$ cat config.mk
export PLATFORM = sky130hd
export DESIGN_NAME = tdp_ram
export DESIGN_NICKNAME = d
export VERILOG_FILES = /design/src/hw/tdp_ram.sv
export SDC_FILE = /design/constraint.sdc
export NUM_CORES = 1
export LEC_CHECK = 0
export ABC_AREA = 1
export BUFFER_PORTS_ARGS = -buffer_cell sky130_fd_sc_hd__buf_2
export CAP_MARGIN = 30
export CORE_MARGIN = 4
export CORE_UTILIZATION = 60
export CTS_BUF_LIST = sky130_fd_sc_hd__clkbuf_8
export CTS_CLUSTER_SIZE = 8
export DETAILED_ROUTE_END_ITERATION = 8
export PLACE_DENSITY = 0.81
export SLEW_MARGIN = 10
export SYNTH_ARGS = -nofsm -noshare
export SYNTH_HDL_FRONTEND = slang
export SYNTH_SLANG_ARGS = --single-unit
$ cat constraint.sdc
create_clock -name clk -period 6.3 [get_ports clk]
set_input_delay 1.26 -clock clk [delete_from_list [all_inputs] [get_ports clk]]
set_output_delay 1.26 -clock clk [all_outputs]
set_load 0.05 [all_outputs]
$ cat src/hw/tdp_ram.sv
/* Behavioral dual-port RAM with one-cycle read latency. Port A writes only
   while idle; busy switches port A to the read address. Read-old-data on write */
`timescale 1ns/1ps
`default_nettype none

module tdp_ram #(
    parameter int DATA_W = 32,
    parameter int DEPTH  = 8
) (
    input  wire logic                     clk,
    input  wire logic                     rst_n,
    input  wire logic                     busy,
    input  wire logic                     we,
    input  wire logic [$clog2(DEPTH)-1:0] wr_addr,
    input  wire logic [DATA_W-1:0]        din,
    input  wire logic [$clog2(DEPTH)-1:0] rd_addr_a,
    input  wire logic [$clog2(DEPTH)-1:0] rd_addr_b,
    output logic      [DATA_W-1:0]        dout_a,
    output logic      [DATA_W-1:0]        dout_b
);

    localparam int AW = $clog2(DEPTH);

    logic [DATA_W-1:0] mem [DEPTH];
    logic [AW-1:0]     addr_a; // Shared write/read address of port A
    logic              wr_en;

    assign addr_a = busy ? rd_addr_a : wr_addr; // Controller owns port A in compute
    assign wr_en  = we && !busy;                // External writes only while idle

    // Storage
    always_ff @(posedge clk) begin
        if (wr_en) begin
            mem[addr_a] <= din;
        end
    end

    // Registered read ports
    always_ff @(posedge clk) begin
        if (!rst_n) begin
            dout_a <= '0;
            dout_b <= '0;
        end else begin
            dout_a <= mem[addr_a]; // Old contents on a write cycle
            dout_b <= mem[rd_addr_b];
        end
    end

    // A write attempted during compute leaves the addressed word untouched
    a_no_write_busy : assert property (
        @(posedge clk) disable iff (!rst_n)
        busy |=> (mem[$past(wr_addr)] == $past(mem[wr_addr]))
    ) else $error("tdp_ram word changed while busy");

endmodule

`default_nettype wire

==> qor.log <==
[status] result of the run finished, final reports clean
[layout] fraction of final layout cells with drive strength greater than 1 12.4%
[worst_setup_path] worst path required time 6.56 ns
[layout] post-route cell area 0.0164 mm^2
[worst_setup_path] CP Capture Type register
[floorplan] die area 0.0271 mm^2
[sta] setup total negative slack 0 ns
[floorplan] effective utilization at floorplan 60.8%
[routing] total wire length after detailed routing 35600 um
[power_and_ir_drop] Pwr Total 4.64 mW
[worst_setup_path] cell-by-cell listing of the critical path buf_2 -> inv_4 -> nand2_1 -> nand2_2 -> nor2_4 -> inv_1 -> nor2_4 -> buf_16
[placement] GPL Wtd Cong 0.806
[routing] residual DRC count 0
[layout] Layout Area Growth over Synthesis 11.4%
[hold_path] class of the most critical hold timing path register to register
[synth] portion of the post-synthesis area used by sequential elements 61.0%
[worst_setup_path] Crit path max-delay family simple AND/OR/NAND/NOR gates
[layout] Total Nets Final 1715
[clocking] post-CTS setup buffers 0
[sta] Hold Vio Cnt, Final 0
[routing] DR vias 11214
[floorplan] area of the core region 0.0242 mm^2
[global_route] global-route wire length before repair 56500 um
[clocking] CTS hold repair buffers 0
[routing] routed vias/inst 5.51
[placement] Port-buffer cells 108
[clocking] worst-case clock buffer depth 3
[worst_setup_path] worst stage delay on the critical path 0.72 ns
[routing] count of nets left with antenna violations after detail routing 0
[sta] Final Setup Violations 0
[power_and_ir_drop] leakage power summed over all cells 7.35 nW
[worst_setup_path] crit path buf inv count 4
[synth] area fraction of the dominant cell type after synthesis 52.3%
[clocking] clock slew at reported path FFs 0.06 ns
[synth] library cell with the largest summed area after synthesis sky130_fd_sc_hd__edfxtp_1
[synth] cell count after synthesis 1584
[global_route] number of antenna violations at the first check in global routing 0
[synth] average instance area after synthesis 9.28 um^2
[routing] WL per Instance 17.5 um
[worst_setup_path] library cell contributing the largest single delay on the critical path sky130_fd_sc_hd__nor2_4
[worst_setup_path] cell seen most often among critical-path stages sky130_fd_sc_hd__nor2_4
[power_and_ir_drop] ratio of total power to cell area 283 mW/mm^2
[synth] synthesized cell area 0.0147 mm^2
[global_route] global-route usage over all layers 26.6%
[sta] final slew viol count 0
[run] number of maximum-capacitance violations 0
[floorplan] Die W 165 um
[worst_setup_path] maximum fanout count along the critical path 33
[floorplan] I/O pin count 109
[sta] setup repair after global routing missed its margin no
[layout] count of filler cells inserted in the layout 1730
[clocking] source-to-sink clock delay at the later pin of the worst-skew pair 0.58 ns
[global_route] maximum number of pins on one net before global-route repair 103
[worst_setup_path] startpoint kind of the worst setup timing path primary input
[sta] clk_skew 0.0286 ns
[clocking] sinks on the clock net 320
[layout] Inserted Diodes 0
[clocking] number of gates resized after CTS 0
[synth] synth unique cells 19
[sta] min Tclk post-route 3.20 ns
[synth] Synthesis Warnings 0
[sta] timing-limited maximum frequency 312 MHz
[floorplan] Die H 165 um
[sta] Slew headroom 33.9%
[clocking] cell at the root of the clock tree sky130_fd_sc_hd__clkbuf_8
[routing] First DRT Iteration DRCs 1293
[worst_setup_path] category of the most critical setup path primary input to register
[routing] TritonRoute pass-1 iters 6
[placement] hpwl dp 21800 um
[global_route] number of global-route vias before repair 11162
[power_and_ir_drop] worst-case vdd ir drop 0.167 mV
[clocking] clock tree from TritonCTS yes
[sta] final worst-path cycle share 50.8%
[clocking] level count of the clock H-tree 2
[layout] multi-input gate area in the final layout 0.00417 mm^2
[synth] number of register bits inferred by synthesis 320
[synth] synth top area cells sky130_fd_sc_hd__edfxtp_1, sky130_fd_sc_hd__nand2_1, sky130_fd_sc_hd__dfxtp_1
[floorplan] number of placement rows 57
[worst_setup_path] signal arrival time at the worst endpoint 3.46 ns
[sta] slew at the pin closest to its max-slew limit 0.989 ns
[clocking] clock buffers created by TritonCTS 51
[layout] sequential cell area 0.00897 mm^2
[global_route] Overflow after GRT 0
[synth] total nets after synthesis 1629
[placement] placed instance area 0.0154 mm^2
-- cell type report --
class	count	area share (%)
clock buffers	56	4.71
clock inverters	39	1.00
inverters	272	6.25
multi-input cells	897	25.5
flip-flops and latches	320	54.8
well taps	324	2.47
repair buffers	128	5.36
-- power by group --
part           switching [mW]  internal (mW)
logic                   0.474          0.159
registers              0.0245           2.37
clock network           0.798          0.817
total                    1.30           3.35
-- registers in the layout, indices dropped and copies added (netlist names) --
register,flops
mem,256
dout_a,32
dout_b,32
-- cell usage after synthesis (all sizes together) --
cell type	n
edfxtp	256
nor2	77
o21ai	96
o211ai	32
and3	32
inv	272
nand2	372
buf	65
clkbuf	30
nand3	192
a21oi	96
dfxtp	64
-- per-stage QoR --
stage	util (%)	hold slack, ns	instances	setup WS [ns]
after floorplan	-	0.584	1584	2.58
after global placement	62.8	0.626	1930	2.29
after detailed placement	63.7	0.642	1939	2.51
after CTS	67.6	0.661	2034	3.10
after global routing	67.8	0.699	2036	2.95
final	67.8	0.659	2036	3.10
-- worst min-delay path, delay by kind of cell (launching register included) --
family	cells	cell delay, ns
AOI/OAI and AO/OA	1	0.09
and+or+nand+nor	2	0.20
DFF	1	0.34
-- cell families after synthesis --
logic type | synth area share, %
AO/OA/AOI/OAI | 8.17
flip-flops | 61.0
AND/OR/NAND/NOR | 19.7
buffers and inverters | 11.1
-- per-layer routing --
layer | global-route usage [%] | up-vias | part of all wire [%]
li1 | - | 5354 | -
met1 | 34.3 | 5158 | 39
met2 | 45.1 | 598 | 49
met3 | 4.42 | 104 | 8.6
met4 | 10.9 | 0 | 3.1
met5 | 0 | - | 0
-- placed cells by master (no fill, tap or decap) --
master	synthesis	routed
sky130_fd_sc_hd__nand2_1	363	363
sky130_fd_sc_hd__inv_1	270	298
sky130_fd_sc_hd__edfxtp_1	256	256
sky130_fd_sc_hd__nand3_1	192	192
sky130_fd_sc_hd__buf_2	22	106
sky130_fd_sc_hd__a21oi_1	96	96
sky130_fd_sc_hd__o21ai_0	96	96
sky130_fd_sc_hd__nor2_1	73	65
sky130_fd_sc_hd__dfxtp_1	64	64
sky130_fd_sc_hd__clkbuf_8	0	56
sky130_fd_sc_hd__o211ai_1	32	32
sky130_fd_sc_hd__and3_1	32	32
sky130_fd_sc_hd__nor2_4	4	12
sky130_fd_sc_hd__buf_4	23	11
sky130_fd_sc_hd__nand2_2	9	7
sky130_fd_sc_hd__buf_16	0	6
sky130_fd_sc_hd__clkinv_1	0	5
sky130_fd_sc_hd__buf_12	0	5
sky130_fd_sc_hd__clkinv_2	0	3
sky130_fd_sc_hd__nand2_4	0	2
sky130_fd_sc_hd__inv_4	1	1
sky130_fd_sc_hd__inv_2	1	1
sky130_fd_sc_hd__clkinvlp_4	0	1
sky130_fd_sc_hd__clkinv_4	0	1
sky130_fd_sc_hd__inv_6	0	1
-- path summary, 6_finish.rpt --
kind | startpoint | to | slack [ns] | depth (start not counted)
hold reg to reg | mem[3][6]$_DFFE_PP_ | dout_b[6]$_SDFF_PN0_ | 0.66 | 3
hold / removal | mem[3][6]$_DFFE_PP_ | dout_b[6]$_SDFF_PN0_ | 0.66 | 3
setup reg to reg | mem[5][21]$_DFFE_PP_ | dout_b[21]$_SDFF_PN0_ | 5.08 | 5
setup / recovery | busy | mem[2][6]$_DFFE_PP_ | 3.10 | 8
(Power assumes the default switching activity.)
