==> config.mk <==
export PLATFORM = sky130hd
export DESIGN_NAME = dot_engine_flat
export DESIGN_NICKNAME = d
export VERILOG_FILES = /design/src/hw/matmul_pkg.sv /design/src/hw/mac_if.sv /design/src/hw/dot_engine.sv /design/src/flat_wrapper.sv
export SDC_FILE = /design/constraint.sdc
export NUM_CORES = 2
export LEC_CHECK = 0
export BUFFER_PORTS_ARGS = -buffer_cell sky130_fd_sc_hd__buf_2
export CORE_MARGIN = 3
export CORE_UTILIZATION = 60
export DETAILED_ROUTE_END_ITERATION = 10
export PLACE_DENSITY_LB_ADDON = 0.12
export SLEW_MARGIN = 20
export SYNTH_ARGS = -nofsm -noshare
export SYNTH_HDL_FRONTEND = slang
export SYNTH_SLANG_ARGS = --single-unit
==> constraint.sdc <==
create_clock -name clk -period 21.6 [get_ports clk]
set_clock_uncertainty 0.15 [all_clocks]
set_input_delay 2.16 -clock clk [delete_from_list [all_inputs] [get_ports clk]]
set_output_delay 2.16 -clock clk [all_outputs]
set_load 0.01 [all_outputs]
==> src/hw/matmul_pkg.sv <==
/* Fixed-point matmul constants and word types. Dimensions are fixed here
   and INNER_DIM must be a multiple of CHUNK, ROWS_A even, COLS_B a multiple of COLS_PER_WORD */
`default_nettype none

package matmul_pkg;

    // Element formats, signed two's complement
    localparam int WIDTH_A   = 8;
    localparam int FRAC_A    = 4;  // C keeps this many fractional bits
    localparam int WIDTH_B   = 8;
    localparam int FRAC_B    = 4;  // Also the output shift
    localparam int WIDTH_OUT = 16;
    localparam int ACC_WIDTH = 20; // Holds any INNER_DIM-term sum exactly

    // Matrix shape
    localparam int CHUNK         = 4; // Elements per row/column slice in one word
    localparam int INNER_DIM     = 8;
    localparam int ROWS_A        = 4;
    localparam int COLS_B        = 4;
    localparam int COLS_PER_WORD = 2;

    // Derived tiling
    localparam int WORDS_PER_DOT = INNER_DIM / CHUNK;    // Beats per tile
    localparam int ROW_PAIRS     = ROWS_A / 2;
    localparam int COL_GROUPS    = COLS_B / COLS_PER_WORD;
    localparam int NUM_TILES     = ROW_PAIRS * COL_GROUPS;

    // Memory geometry
    localparam int A_DEPTH  = ROWS_A * WORDS_PER_DOT;     // Addr = row*WPD + k
    localparam int B_DEPTH  = COL_GROUPS * WORDS_PER_DOT; // Addr = group*WPD + k
    localparam int A_ADDR_W = $clog2(A_DEPTH);
    localparam int B_ADDR_W = $clog2(B_DEPTH);

    typedef logic signed [WIDTH_A-1:0]   a_elem_t;
    typedef logic signed [WIDTH_B-1:0]   b_elem_t;
    typedef logic signed [WIDTH_OUT-1:0] c_elem_t;

    // Element 0 in the low bits
    typedef a_elem_t [CHUNK-1:0] a_word_t;
    typedef b_elem_t [CHUNK-1:0] b_col_t;

    // Column 0 of the group in the low half
    typedef b_col_t [COLS_PER_WORD-1:0] b_word_t;

    typedef c_elem_t [COLS_PER_WORD-1:0] c_row_t;

endpackage

`default_nettype wire
==> src/hw/mac_if.sv <==
/* Operand beat from the sequencer to the MAC engine. No back-pressure,
   a beat is valid for exactly one cycle */
`timescale 1ns/1ps
`default_nettype none

interface mac_if import matmul_pkg::*; ();

    logic    beat_valid; // RAM data on this cycle is a real beat
    logic    first;      // Restart accumulators with this beat
    logic    last;       // Closing beat of a tile
    logic    tile_last;  // Closing beat of the last tile of the run
    a_word_t a_row0;     // Even row slice
    a_word_t a_row1;     // Odd row slice
    b_word_t b_word;     // COLS_PER_WORD column slices

    // Sequencer side
    modport seq (
        output beat_valid, first, last, tile_last,
        output a_row0, a_row1, b_word
    );

    // Engine side
    modport eng (
        input beat_valid, first, last, tile_last,
        input a_row0, a_row1, b_word
    );

endinterface

`default_nettype wire

==> src/hw/dot_engine.sv <==
/* 2 x COLS_PER_WORD MAC lanes, CHUNK products per beat. Results are shifted
   right by FRAC_B and truncated to WIDTH_OUT; tile outputs last one cycle */
`timescale 1ns/1ps
`default_nettype none

module dot_engine import matmul_pkg::*; (
    input  wire logic clk,
    input  wire logic rst_n,
    mac_if.eng        mac,
    output logic      out_valid,
    output c_row_t    c_row0,
    output c_row_t    c_row1
);

    logic signed [ACC_WIDTH-1:0] beat_sum [2][COLS_PER_WORD]; // This beat's partial dot
    logic signed [ACC_WIDTH-1:0] acc [2][COLS_PER_WORD];      // Running sums per lane
    a_word_t                     a_rows [2];
    logic                        last_q; // Tile sums complete in acc

    // Exact signed slice dot product
    function automatic logic signed [ACC_WIDTH-1:0] chunk_dot(a_word_t a, b_col_t b);
        logic signed [ACC_WIDTH-1:0] s;
        s = '0;
        for (int i = 0; i < CHUNK; i++) begin
            s = s + $signed(a[i]) * $signed(b[i]); // Extended to ACC_WIDTH first
        end
        return s;
    endfunction

    assign a_rows[0] = mac.a_row0;
    assign a_rows[1] = mac.a_row1;

    always_comb begin
        for (int r = 0; r < 2; r++) begin
            for (int c = 0; c < COLS_PER_WORD; c++) begin
                beat_sum[r][c] = chunk_dot(a_rows[r], mac.b_word[c]);
            end
        end
    end

    // Tile strobe, one cycle behind the closing beat
    always_ff @(posedge clk) begin
        if (!rst_n) begin
            last_q    <= 1'b0;
            out_valid <= 1'b0;
        end else begin
            last_q    <= mac.beat_valid && mac.last;
            out_valid <= last_q;
        end
    end

    // Accumulate and capture
    always_ff @(posedge clk) begin
        if (mac.beat_valid) begin
            for (int r = 0; r < 2; r++) begin
                for (int c = 0; c < COLS_PER_WORD; c++) begin
                    if (mac.first) begin
                        acc[r][c] <= beat_sum[r][c]; // Drops the previous tile
                    end else begin
                        acc[r][c] <= acc[r][c] + beat_sum[r][c];
                    end
                end
            end
        end
        // Next tile may load acc on this same edge
        if (last_q) begin
            for (int c = 0; c < COLS_PER_WORD; c++) begin
                c_row0[c] <= WIDTH_OUT'(acc[0][c] >>> FRAC_B); // Arithmetic shift
                c_row1[c] <= WIDTH_OUT'(acc[1][c] >>> FRAC_B);
            end
        end
    end

    // Tile markers from the sequencer never arrive outside a beat
    a_marker_valid : assert property (
        @(posedge clk) disable iff (!rst_n)
        (mac.first || mac.last || mac.tile_last) |-> mac.beat_valid
    ) else $error("dot_engine tile marker without beat_valid");

endmodule

`default_nettype wire

==> src/flat_wrapper.sv <==
// flat-port wrapper written by rule: the top's interface ports become plain ports
module dot_engine_flat import matmul_pkg::*;
  (clk, rst_n, out_valid, c_row0, c_row1, mac_beat_valid, mac_first, mac_last, mac_tile_last, mac_a_row0, mac_a_row1, mac_b_word);
  mac_if mac_i ();
  input  wire logic clk;
  input  wire logic rst_n;
  output logic out_valid;
  output c_row_t c_row0;
  output c_row_t c_row1;
  input wire logic [$bits(mac_i.beat_valid)-1:0] mac_beat_valid;
  input wire logic [$bits(mac_i.first)-1:0] mac_first;
  input wire logic [$bits(mac_i.last)-1:0] mac_last;
  input wire logic [$bits(mac_i.tile_last)-1:0] mac_tile_last;
  input wire logic [$bits(mac_i.a_row0)-1:0] mac_a_row0;
  input wire logic [$bits(mac_i.a_row1)-1:0] mac_a_row1;
  input wire logic [$bits(mac_i.b_word)-1:0] mac_b_word;
  assign mac_i.beat_valid = mac_beat_valid;
  assign mac_i.first = mac_first;
  assign mac_i.last = mac_last;
  assign mac_i.tile_last = mac_tile_last;
  assign mac_i.a_row0 = mac_a_row0;
  assign mac_i.a_row1 = mac_a_row1;
  assign mac_i.b_word = mac_b_word;
  dot_engine u_core (.clk(clk), .rst_n(rst_n), .mac(mac_i), .out_valid(out_valid), .c_row0(c_row0), .c_row1(c_row1));
endmodule
==> impl_metrics.json <==
{
  "status": "finished, final reports clean",
  "ys_warn_count": 0,
  "ctsHoldBuffers": 0,
  "endpoint": "u_core.acc[1][19]",
  "reg2regPathDepth": 10,
  "cp-start-kind": "primary input",
  "rsz0062_at_grt": "no",
  "synth_edf_count": 144,
  "drtIter0Drc": 2126,
  "netlist.area_leader.share": 0.372,
  "vias": 39500,
  "fp.dieH_um": 308,
  "area_delta_synth_final_pct": 4.76,
  "drv_slew": 0,
  "drt_first_pass_iters": 5,
  "gp_congestion": 0.913,
  "worstSetupPathType": "in -> reg",
  "syn_area_per_cell_um2": 9.06,
  "cp_top_family": "adder cells",
  "critPathBufInv": 7,
  "clockBufferDepth": 2,
  "setup_viol": 0,
  "ys.flop_type": "edfxtp_1",
  "core_area_mm2": 0.0901,
  "hpwl_um": 113000,
  "yosys.area.top_type": "fa_1",
  "htreeDepth": 4,
  "yosysUniqueCellTypes": 71,
  "final_util": 0.635,
  "critical_path_depth": 35,
  "drc": 0,
  "post_cts_resize_count": 0,
  "r2r_setup_slack_ns": 18.19,
  "cp-end-kind": "flop",
  "wl_met2_um": 63200,
  "syn-num-nets": 7793,
  "cpPeakStageDelay_ns": 0.60,
  "ys_async_sr_fraction": 0,
  "finalHoldViolCount": 0,
  "hp-class": "reg -> reg",
  "arrival_ns": 10.99,
  "top_layer_used": "met4",
  "via_per_inst": 5.42,
  "ant_nets": 0,
  "clk_latency_ns": 0.43,
  "cts.sinks": 146,
  "first_global_vias": 41200,
  "ys_seq_area_frac": 0.0799,
  "cp_max_fo": 14,
  "timing.rr.end": "u_core.acc[1][18]",
  "cts_tree": "built",
  "relSlewSlack": 0.225,
  "avgRoutedWirePerCell_um": 18.2,
  "start_util": 0.606,
  "grt_overflow": 0,
  "synth.cell_area_mm2": 0.0546,
  "cts_buffers": 17,
  "worst_pin_slew_ns": 1.15,
  "wl_met1_um": 57100,
  "port_buffers": 197,
  "antenna_found_initial": 5,
  "ys_seq_elements": 146,
  "fin_nets": 7866,
  "synth.top_cells.by_area": "fa_1, ha_1, inv_1",
  "dieWidth_um": 308,
  "layout_common_cells": "inv_1, fa_1, and2_1",
  "drv_cap": 0,
  "grt.total_usage": 0.294,
  "grt_max_degree": 99,
  "r2r-start": "u_core.acc[1][0]",
  "cts_root_buf": "clkbuf_16",
  "cp.required_ns": 21.62,
  "fin_crit_sh": 0.508,
  "synthCells": 6027,
  "max_freq_ghz": 0.0911,
  "slowest_stage": "fa_1",
  "min_from": "u_core.acc[1][13]",
  "fp-row-count": 110,
  "finalCriticalPeriod_ns": 10.97,
  "wl_met3_um": 8200,
  "cts_setup_buffers": 0,
  "layout_commonest_cell": "inv_1",
  "tns_ns": 0,
  "cp-startpoint": "mac_b_word[47]",
  "clk_pin_slew_ns": 0.06,
  "die_area_mm2": 0.0947,
  "grt_pass1_wl_um": 218000,
  "finalWirelength_um": 133000,
  "io_pins": 199,
  "drive_gt1_frac": 0.0473
}
==> cells by family (layout without fill, tap and decap cells) <==
logic type      Yosys count  count (layout)  synth area share
compound gates          632             632            0.0749
xor+xnor                374             374            0.0600
other cells               0               7                 0
flops                   146             146            0.0799
fa+ha+maj              1632            1632             0.513
buf+inv                1654            1740             0.114
mux                      37              37           0.00733
simple gates           1552            1552             0.151
==> layer usage <==
metal	track usage	vias up
li1	-	18600
met1	0.398	19800
met2	0.492	933
met3	0.0402	163
met4	0.0905	0
met5	0	-
==> synth_stat cells, types with 5 or more instances <==
cell       instances
a21o_1            89
o21a_1            27
ha_1             616
nor3_1            64
nor2b_1           85
nand3_1           45
edfxtp_1         144
a211oi_1          28
o21ai_1            5
o31ai_1           15
and3_1            19
nand2_1          406
or3_1             12
or2_2             17
nor4_1             8
o41ai_1           10
o211ai_1           6
nand4_1           12
a21oi_1          191
o2111ai_1          7
inv_1           1508
nor2_1           149
fa_1            1016
xor2_1            75
a41o_1             7
a31oi_1           25
clkbuf_1         144
and2_1           643
mux2i_1           13
o31a_1             5
o21ai_0          122
o21bai_1          45
nand2b_1          69
nor3b_1            6
mux2_2            24
xnor2_1          299
==> sequential cells by signal, summed over array words and instances (netlist names) <==
name              cells
u_core.c_row0        32
u_core.last_q         1
u_core.acc           80
u_core.c_row1        32
u_core.out_valid      1
==> cell type report <==
| type | count | area, um^2 |
|---|---|---|
| tap | 1176 | 1470 |
| timing repair buffer | 200 | 1010 |
| clock inverter | 12 | 170 |
| multi-input combinational | 4227 | 44100 |
| clock buffer | 20 | 457 |
| antenna | 7 | 17.5 |
| fill | 7760 | 32900 |
| inverter | 1508 | 5660 |
| sequential | 146 | 4370 |
==> worst reg2reg max path: cells and delay by family (launching register included) <==
| kind | cells | cell delay (ns) |
|---|---|---|
| compound gates | 5 | 1.40 |
| xor+xnor | 1 | 0.17 |
| fa+ha+maj | 2 | 0.69 |
| flops | 1 | 0.37 |
| mux | 1 | 0.26 |
| simple gates | 1 | 0.12 |
==> stage by stage <==
| step | setup WS [ns] | cells | hold slack, ns | instance area, um^2 |
|---|---|---|---|---|
| floorplan | 11.49 | 6027 | 0.283 | 54600 |
| global placement | 10.32 | 7257 | 0.290 | 56600 |
| detailed placement | 10.23 | 7257 | 0.297 | 56600 |
| CTS | 10.67 | 7289 | 0.318 | 57200 |
| global route | 10.05 | 7292 | 0.327 | 57200 |
| finish | 10.63 | 7296 | 0.310 | 57200 |
==> how the worst min path moves through the flow <==
stage | slack, ns | endpoint | cells after the start
2_1_floorplan | 0.28 | u_core.c_row0[0] | 0
4_1_cts | 0.32 | u_core.c_row0[14] | 0
3_5_place_dp | 0.30 | u_core.c_row1[26] | 0
3_3_place_gp | 0.29 | u_core.c_row1[10] | 0
6_report | 0.31 | u_core.c_row1[25] | 0
5_1_grt | 0.33 | u_core.c_row1[26] | 0
Power is not shown: default switching activity piles up to over one toggle a cycle in this logic, so the estimate is an artifact.
