File: src/hw/matmul_pkg.sv
/* Fixed-point matmul constants and word types. Dimensions are fixed here
   and INNER_DIM must be a multiple of CHUNK, ROWS_A even, COLS_B a multiple of COLS_PER_WORD */
`default_nettype none

package matmul_pkg;

    // Element formats, signed two's complement
    localparam int WIDTH_A   = 8;
    localparam int FRAC_A    = 4;  // C keeps this many fractional bits
    localparam int WIDTH_B   = 8;
    localparam int FRAC_B    = 4;  // Also the output shift
    localparam int WIDTH_OUT = 16;
    localparam int ACC_WIDTH = 20; // Holds any INNER_DIM-term sum exactly

    // Matrix shape
    localparam int CHUNK         = 4; // Elements per row/column slice in one word
    localparam int INNER_DIM     = 8;
    localparam int ROWS_A        = 4;
    localparam int COLS_B        = 4;
    localparam int COLS_PER_WORD = 2;

    // Derived tiling
    localparam int WORDS_PER_DOT = INNER_DIM / CHUNK;    // Beats per tile
    localparam int ROW_PAIRS     = ROWS_A / 2;
    localparam int COL_GROUPS    = COLS_B / COLS_PER_WORD;
    localparam int NUM_TILES     = ROW_PAIRS * COL_GROUPS;

    // Memory geometry
    localparam int A_DEPTH  = ROWS_A * WORDS_PER_DOT;     // Addr = row*WPD + k
    localparam int B_DEPTH  = COL_GROUPS * WORDS_PER_DOT; // Addr = group*WPD + k
    localparam int A_ADDR_W = $clog2(A_DEPTH);
    localparam int B_ADDR_W = $clog2(B_DEPTH);

    typedef logic signed [WIDTH_A-1:0]   a_elem_t;
    typedef logic signed [WIDTH_B-1:0]   b_elem_t;
    typedef logic signed [WIDTH_OUT-1:0] c_elem_t;

    // Element 0 in the low bits
    typedef a_elem_t [CHUNK-1:0] a_word_t;
    typedef b_elem_t [CHUNK-1:0] b_col_t;

    // Column 0 of the group in the low half
    typedef b_col_t [COLS_PER_WORD-1:0] b_word_t;

    typedef c_elem_t [COLS_PER_WORD-1:0] c_row_t;

endpackage

`default_nettype wire
File: src/hw/mac_if.sv
/* Operand beat from the sequencer to the MAC engine. No back-pressure,
   a beat is valid for exactly one cycle */
`timescale 1ns/1ps
`default_nettype none

interface mac_if import matmul_pkg::*; ();

    logic    beat_valid; // RAM data on this cycle is a real beat
    logic    first;      // Restart accumulators with this beat
    logic    last;       // Closing beat of a tile
    logic    tile_last;  // Closing beat of the last tile of the run
    a_word_t a_row0;     // Even row slice
    a_word_t a_row1;     // Odd row slice
    b_word_t b_word;     // COLS_PER_WORD column slices

    // Sequencer side
    modport seq (
        output beat_valid, first, last, tile_last,
        output a_row0, a_row1, b_word
    );

    // Engine side
    modport eng (
        input beat_valid, first, last, tile_last,
        input a_row0, a_row1, b_word
    );

endinterface

`default_nettype wire

File: src/hw/tile_sequencer.sv
/* Run control for one C = A x B pass. start is accepted only while idle;
   tiles go row pair major, column group minor, k-word innermost */
`timescale 1ns/1ps
`default_nettype none

module tile_sequencer import matmul_pkg::*; (
    input  wire logic                clk,
    input  wire logic                rst_n,
    input  wire logic                start,
    input  wire a_word_t             a_dout0,
    input  wire a_word_t             a_dout1,
    input  wire b_word_t             b_dout,
    output logic                     busy,
    output logic      [A_ADDR_W-1:0] a_rd_addr0,
    output logic      [A_ADDR_W-1:0] a_rd_addr1,
    output logic      [B_ADDR_W-1:0] b_rd_addr,
    output logic                     done,
    mac_if.seq                       mac
);

    // Counter widths, at least one bit each
    localparam int K_W = (WORDS_PER_DOT > 1) ? $clog2(WORDS_PER_DOT) : 1;
    localparam int C_W = (COL_GROUPS > 1) ? $clog2(COL_GROUPS) : 1;
    localparam int R_W = (ROW_PAIRS > 1) ? $clog2(ROW_PAIRS) : 1;

    logic [K_W-1:0] k_cnt;   // k-word within the dot product
    logic [C_W-1:0] col_cnt; // Column group
    logic [R_W-1:0] row_cnt; // Row pair
    logic           draining;    // Final read in flight
    logic           tile_last_q; // Final beat seen by the engine
    logic           issue;
    logic           accept;
    logic           k_max;
    logic           col_max;
    logic           row_max;
    logic           final_addr;

    assign accept     = start && !busy; // Strobe ignored mid-run
    assign issue      = busy && !draining;
    assign k_max      = (k_cnt == K_W'(WORDS_PER_DOT - 1));
    assign col_max    = (col_cnt == C_W'(COL_GROUPS - 1));
    assign row_max    = (row_cnt == R_W'(ROW_PAIRS - 1));
    assign final_addr = k_max && col_max && row_max;

    // Even row, odd row, and B group addresses
    assign a_rd_addr0 = A_ADDR_W'((2 * int'(row_cnt)) * WORDS_PER_DOT + int'(k_cnt));
    assign a_rd_addr1 = A_ADDR_W'((2 * int'(row_cnt) + 1) * WORDS_PER_DOT + int'(k_cnt));
    assign b_rd_addr  = B_ADDR_W'(int'(col_cnt) * WORDS_PER_DOT + int'(k_cnt));

    // RAM outputs are already one cycle behind the addresses
    assign mac.a_row0 = a_dout0;
    assign mac.a_row1 = a_dout1;
    assign mac.b_word = b_dout;

    always_ff @(posedge clk) begin
        if (!rst_n) begin
            busy           <= 1'b0;
            draining       <= 1'b0;
            k_cnt          <= '0;
            col_cnt        <= '0;
            row_cnt        <= '0;
            done           <= 1'b0;
            tile_last_q    <= 1'b0;
            mac.beat_valid <= 1'b0;
            mac.first      <= 1'b0;
            mac.last       <= 1'b0;
            mac.tile_last  <= 1'b0;
        end else begin
            tile_last_q <= mac.beat_valid && mac.tile_last; // Engine output lands next edge

            if (accept) begin
                busy     <= 1'b1;
                draining <= 1'b0;
                k_cnt    <= '0;
                col_cnt  <= '0;
                row_cnt  <= '0;
                done     <= 1'b0; // Cleared by the new run
            end else begin
                if (tile_last_q) begin
                    done <= 1'b1; // Same edge as the final out_valid
                end
                if (draining) begin
                    busy     <= 1'b0; // One cycle after the final beat
                    draining <= 1'b0;
                end
            end

            // Control bits delayed to line up with RAM data
            mac.beat_valid <= issue;
            mac.first      <= issue && (k_cnt == '0);
            mac.last       <= issue && k_max;
            mac.tile_last  <= issue && final_addr;

            if (issue) begin
                if (k_max) begin
                    k_cnt <= '0;
                    if (col_max) begin
                        col_cnt <= '0;
                        row_cnt <= row_max ? '0 : row_cnt + 1'b1;
                    end else begin
                        col_cnt <= col_cnt + 1'b1;
                    end
                end else begin
                    k_cnt <= k_cnt + 1'b1;
                end
                if (final_addr) begin
                    draining <= 1'b1; // Counters wrap back to tile 0
                end
            end
        end
    end

    // Full-width addresses from the counters stay inside both memories
    a_addr_range : assert property (
        @(posedge clk) disable iff (!rst_n)
        busy |-> ((2 * int'(row_cnt) + 1) * WORDS_PER_DOT + int'(k_cnt) < A_DEPTH)
                 && (int'(col_cnt) * WORDS_PER_DOT + int'(k_cnt) < B_DEPTH)
    ) else $error("tile_sequencer address out of range");

endmodule

`default_nettype wire

File: src/flat_wrapper.sv
// flat-port wrapper written by rule: the top's interface ports become plain ports
module tile_sequencer_flat import matmul_pkg::*;
  (clk, rst_n, start, a_dout0, a_dout1, b_dout, busy, a_rd_addr0, a_rd_addr1, b_rd_addr, done, mac_beat_valid, mac_first, mac_last, mac_tile_last, mac_a_row0, mac_a_row1, mac_b_word);
  mac_if mac_i ();
  input  wire logic clk;
  input  wire logic rst_n;
  input  wire logic start;
  input  wire a_word_t a_dout0;
  input  wire a_word_t a_dout1;
  input  wire b_word_t b_dout;
  output logic busy;
  output logic      [A_ADDR_W-1:0] a_rd_addr0;
  output logic      [A_ADDR_W-1:0] a_rd_addr1;
  output logic      [B_ADDR_W-1:0] b_rd_addr;
  output logic done;
  output wire logic [$bits(mac_i.beat_valid)-1:0] mac_beat_valid;
  output wire logic [$bits(mac_i.first)-1:0] mac_first;
  output wire logic [$bits(mac_i.last)-1:0] mac_last;
  output wire logic [$bits(mac_i.tile_last)-1:0] mac_tile_last;
  output wire logic [$bits(mac_i.a_row0)-1:0] mac_a_row0;
  output wire logic [$bits(mac_i.a_row1)-1:0] mac_a_row1;
  output wire logic [$bits(mac_i.b_word)-1:0] mac_b_word;
  assign mac_beat_valid = mac_i.beat_valid;
  assign mac_first = mac_i.first;
  assign mac_last = mac_i.last;
  assign mac_tile_last = mac_i.tile_last;
  assign mac_a_row0 = mac_i.a_row0;
  assign mac_a_row1 = mac_i.a_row1;
  assign mac_b_word = mac_i.b_word;
  tile_sequencer u_core (.clk(clk), .rst_n(rst_n), .start(start), .a_dout0(a_dout0), .a_dout1(a_dout1), .b_dout(b_dout), .busy(busy), .a_rd_addr0(a_rd_addr0), .a_rd_addr1(a_rd_addr1), .b_rd_addr(b_rd_addr), .done(done), .mac(mac_i));
endmodule
File: config.mk
export PLATFORM = sky130hd
export DESIGN_NAME = tile_sequencer_flat
export DESIGN_NICKNAME = d
export VERILOG_FILES = /design/src/hw/matmul_pkg.sv /design/src/hw/mac_if.sv /design/src/hw/tile_sequencer.sv /design/src/flat_wrapper.sv
export SDC_FILE = /design/constraint.sdc
export NUM_CORES = 1
export LEC_CHECK = 0
export ABC_AREA = 1
export BUFFER_PORTS_ARGS = -buffer_cell sky130_fd_sc_hd__buf_2
export CORE_AREA = 5 5 102 104
export CTS_CLUSTER_DIAMETER = 150
export DETAILED_ROUTE_END_ITERATION = 7
export DIE_AREA = 0 0 107 109
export PLACE_DENSITY_LB_ADDON = 0.1
export SYNTH_ARGS = -nofsm -noshare
export SYNTH_HDL_FRONTEND = slang
export SYNTH_SLANG_ARGS = --single-unit
export TNS_END_PERCENT = 30
File: constraint.sdc
create_clock -name clk -period 1.2 [get_ports clk]
set_clock_uncertainty 0.2 [all_clocks]
set_input_delay 0.24 -clock clk [delete_from_list [all_inputs] [get_ports clk]]
set_output_delay 0.24 -clock clk [all_outputs]
set_load 0.02 [all_outputs]
==> summary.md <==
| Metric | Value |
|---|---|
| CP peak stage delay | 0.35 ns |
| CP Max Fanout | 4 |
| Vias per cell | about 2.7 |
| VDD IR max | ~260 uV |
| Final period util | between 90% and 100% |
| CTS HTree Levels | 1 |
| Hold Path Class | in -> reg |
| Netlist cell types | 15 |
| CP max stage cell | dfxtp_4 |
| Mapped Avg Cell Area | between 7 and 8 um^2 |
| Max Cap Violations | 0 |
| Largest family of logic cells by synthesized area | buffers and inverters |
| Synth Area in Simple Gates | 6.21% |
| Area of the core | 9460 um^2 |
| Non-filler instance count after layout | about 180 |
| Tot Pwr | about 0.86 mW |
| Crit. path cell count | 1 |
| Crit path kind | reg -> out |
| Post-DP HPWL | about 2100 um |
| Pint | approximately 0.65 mW |
| Min Tclk post-route | ~1.2 ns |
| Routed WL | ~2500 um |
| Share of layout cells above drive strength 1 | 41.3% |
| Initial Utilization | between 10% and 20% |
| Antenna diode count | 0 |
| CP Capture Point | a_rd_addr1[2] |
| Gpl congestion | roughly 0.63 |
| Fill cells | between 1k and 1.5k |
| Final setup vio count | 0 |
| Status | finished, final reports clean |
| Router iterations before antenna repair | 3 |
| Switching share of power | between 20% and 30% |
| Drt initial violations | 12 |
| Port buffer count | 14 |
| Highest-count cells in the layout ignoring fill and taps | nor2_1, buf_4, nand2_1, dfxtp_1 |
| Global route hottest layer | met2 |
| Met1 Use GR | 2.50% |
| Clock sinks | 11 |
| Fmax | 0.845 GHz |
| Critical Path RT | 0.76 ns |
| Ys Warns | 0 |
| Mapped cell area | between 1000 and 1500 um^2 |
| Met2 Track Usage GR | 6.52% |
| Post-Syn Nets | about 310 |
| Synth Register Bits | 11 |
| Pwr/cell area | 1240 nW/um^2 |
| Family with the most delay on the worst path | flip-flops |
| Crit Reg-Reg Startpoint | u_core.k_cnt$_SDFFE_PN0P_ |
| CTS root buf | clkbuf_8 |
| Compound-gate portion of the synthesized area | under 10% |
| Layout area overhead | -50.5% |
| RSZ-0062 raised after global routing | yes |
| Met3 Track Usage GR | ~3.2% |
| Sum Neg Setup Slack | 0 ns |
| Initial antenna violation count | 0 |
| Die area | 11700 um^2 |
| Final Core Density | 7.28% |
| Post-Synth XOR/XNOR Area | 0% |
| Vias in the first global route | around 540 |
| Pleak | about 0.25 nW |
| Worst Path Arrival | 0.74 ns |
| Largest net degree at the start of global routing | 10 |
| Synthesized-area fraction occupied by adder cells | 0% |
| Cell count after synthesis | 180 |
| Total GRT Usage | between 4 and 5% |
| Combinational Power Share | a little under an eighth |
| Fin. Hold Viols | 0 |
| ANT nets after route | 0 |
| Crit start category | flip-flop |
| Worst r2r path cells | 4 |
| Count of pins over their slew limit | 0 |
| WP buf/inv | 1 |
| Top-level port count | 273 |
| CTS Buffer Depth | 2 |
| Die Wd | approximately 110 um |
| CP Capture Type | primary output |
| Dpl cells | ~170 |
| DR vias | around 470 |
| Multiplexer share of the synthesized area | 0% |
| Clock share of power | 43.3% |
| Remaining global-route overflow | 0 |
| CTS tree | done |
| Clock Latency Late Sink | 0.23 ns |
| WL/cell | roughly 14 um |
| Flop pwr share | about 45% |
| Critical R2R Capture | u_core.row_cnt$_SDFF_PN0_ |
| FF-to-FF setup slack | approximately 0.11 ns |
| Switching power total | about 0.21 mW |
| Die H | about 110 um |
| Sequential share of the synthesized area | between 10% and 20% |
| Reg clk slew, reported paths | about 0.05 ns |
| DR DRC count | 0 |
| Num CTS Buffers | 3 |
| Final net count | slightly below 200 |
| Worst path cell trace | buf_4 |
| FP Rows | 36 |
| Critical path launch point | u_core.row_cnt$_SDFF_PN0_ |
| First-pass GRT wire length | 3460 um |
## flip-flops by register name (all words and copies together), names as in the netlist
signal                 cells
u_core.done                1
u_core.busy                1
u_core.mac.last            1
u_core.row_cnt             1
u_core.mac.first           1
u_core.col_cnt             1
u_core.mac.tile_last       1
u_core.mac.beat_valid      1
u_core.draining            1
u_core.k_cnt               1
u_core.tile_last_q         1
## what timing repair did
action                                  in CTS  in global routing
hold buffers                                 0                  0
setup buffers                                1                  0
endpoints found under the setup margin      10                  7
gates cloned                                 0                  0
gates resized for setup                     14                  8
## stage by stage
stage | setup WS (ns) | area [um^2] | hold slack, ns
after CTS | -0.0342 | 666 | 0.0272
after global placement | 0.0987 | 582 | 0.264
after global routing | -0.0110 | 688 | 0.0322
after detailed placement | 0.0790 | 582 | 0.250
final | 0.0171 | 688 | 0.0312
after floorplan | 0.0756 | 1390 | 0.133
## worst min path at each step
stage	end	cells after the start	start	slack [ns]
after floorplan	u_core.done$_SDFFE_PP0P_	1	start	0.13
after detailed placement	u_core.tile_last_q$_SDFF_PN0_	2	u_core.mac.tile_last$_SDFF_PN0_	0.25
after global routing	u_core.done$_SDFFE_PP0P_	2	start	0.03
final	u_core.done$_SDFFE_PP0P_	2	start	0.03
after global placement	u_core.tile_last_q$_SDFF_PN0_	2	u_core.mac.beat_valid$_SDFF_PN0_	0.26
after CTS	u_core.done$_SDFFE_PP0P_	2	start	0.03
## synth_stat cells
library cell	number	share of area, %
nor3_1	3	1.1
o21ai_1	1	0.36
conb_1	2	0.54
o21bai_1	1	0.54
a21boi_0	1	0.54
inv_1	3	0.81
nand2_1	6	1.6
dfxtp_1	11	16
nand3_1	2	0.72
a21oi_1	3	1.1
nor2_1	7	1.9
o21ai_0	1	0.36
inv_2	1	0.27
nand2_2	2	0.90
buf_4	136	73
## power groups by stage
stage                     combinational, mW  clock [mW]  sequential, mW
after floorplan                       0.684           0           0.403
after global placement               0.0865           0           0.395
after detailed placement             0.0844           0           0.396
after CTS                             0.100       0.395           0.388
after global routing                  0.113       0.414           0.386
final                                 0.100       0.370           0.385
## cell families (layout without fill, tap and decap cells)
| kind of cell | Yosys count | in the layout |
|---|---|---|
| buffers and inverters | 140 | 23 |
| AO/OA/AOI/OAI | 7 | 7 |
| AND/OR/NAND/NOR | 20 | 20 |
| flip-flops | 11 | 11 |
| other | 2 | 2 |
## layout make-up
cell class,instances,area (um^2),area share (%)
Sequential cell,11,234,34.0
Tap cell,114,143,20.7
Multi-Input combinational cell,29,134,19.5
Timing Repair Buffer,15,118,17.1
Clock buffer,4,45.0,6.55
Inverter,4,15.0,2.18
## routing by layer
metal / wire [um] / part of all wire (%) / vias up
li1: - / - / 176
met3: 482 / 19 / 36
met1: 569 / 23 / 195
met5: 0 / 0 / -
met2: 1180 / 47 / 64
met4: 270 / 11 / 0
## worst register-to-register path: stages, from the launching register on
cell      delay [ns]
dfxtp_4         0.35
buf_4           0.12
nand3_1         0.11
o21bai_1        0.14
nor2_1          0.06
Note: power is estimated with default switching activity, not from simulation.
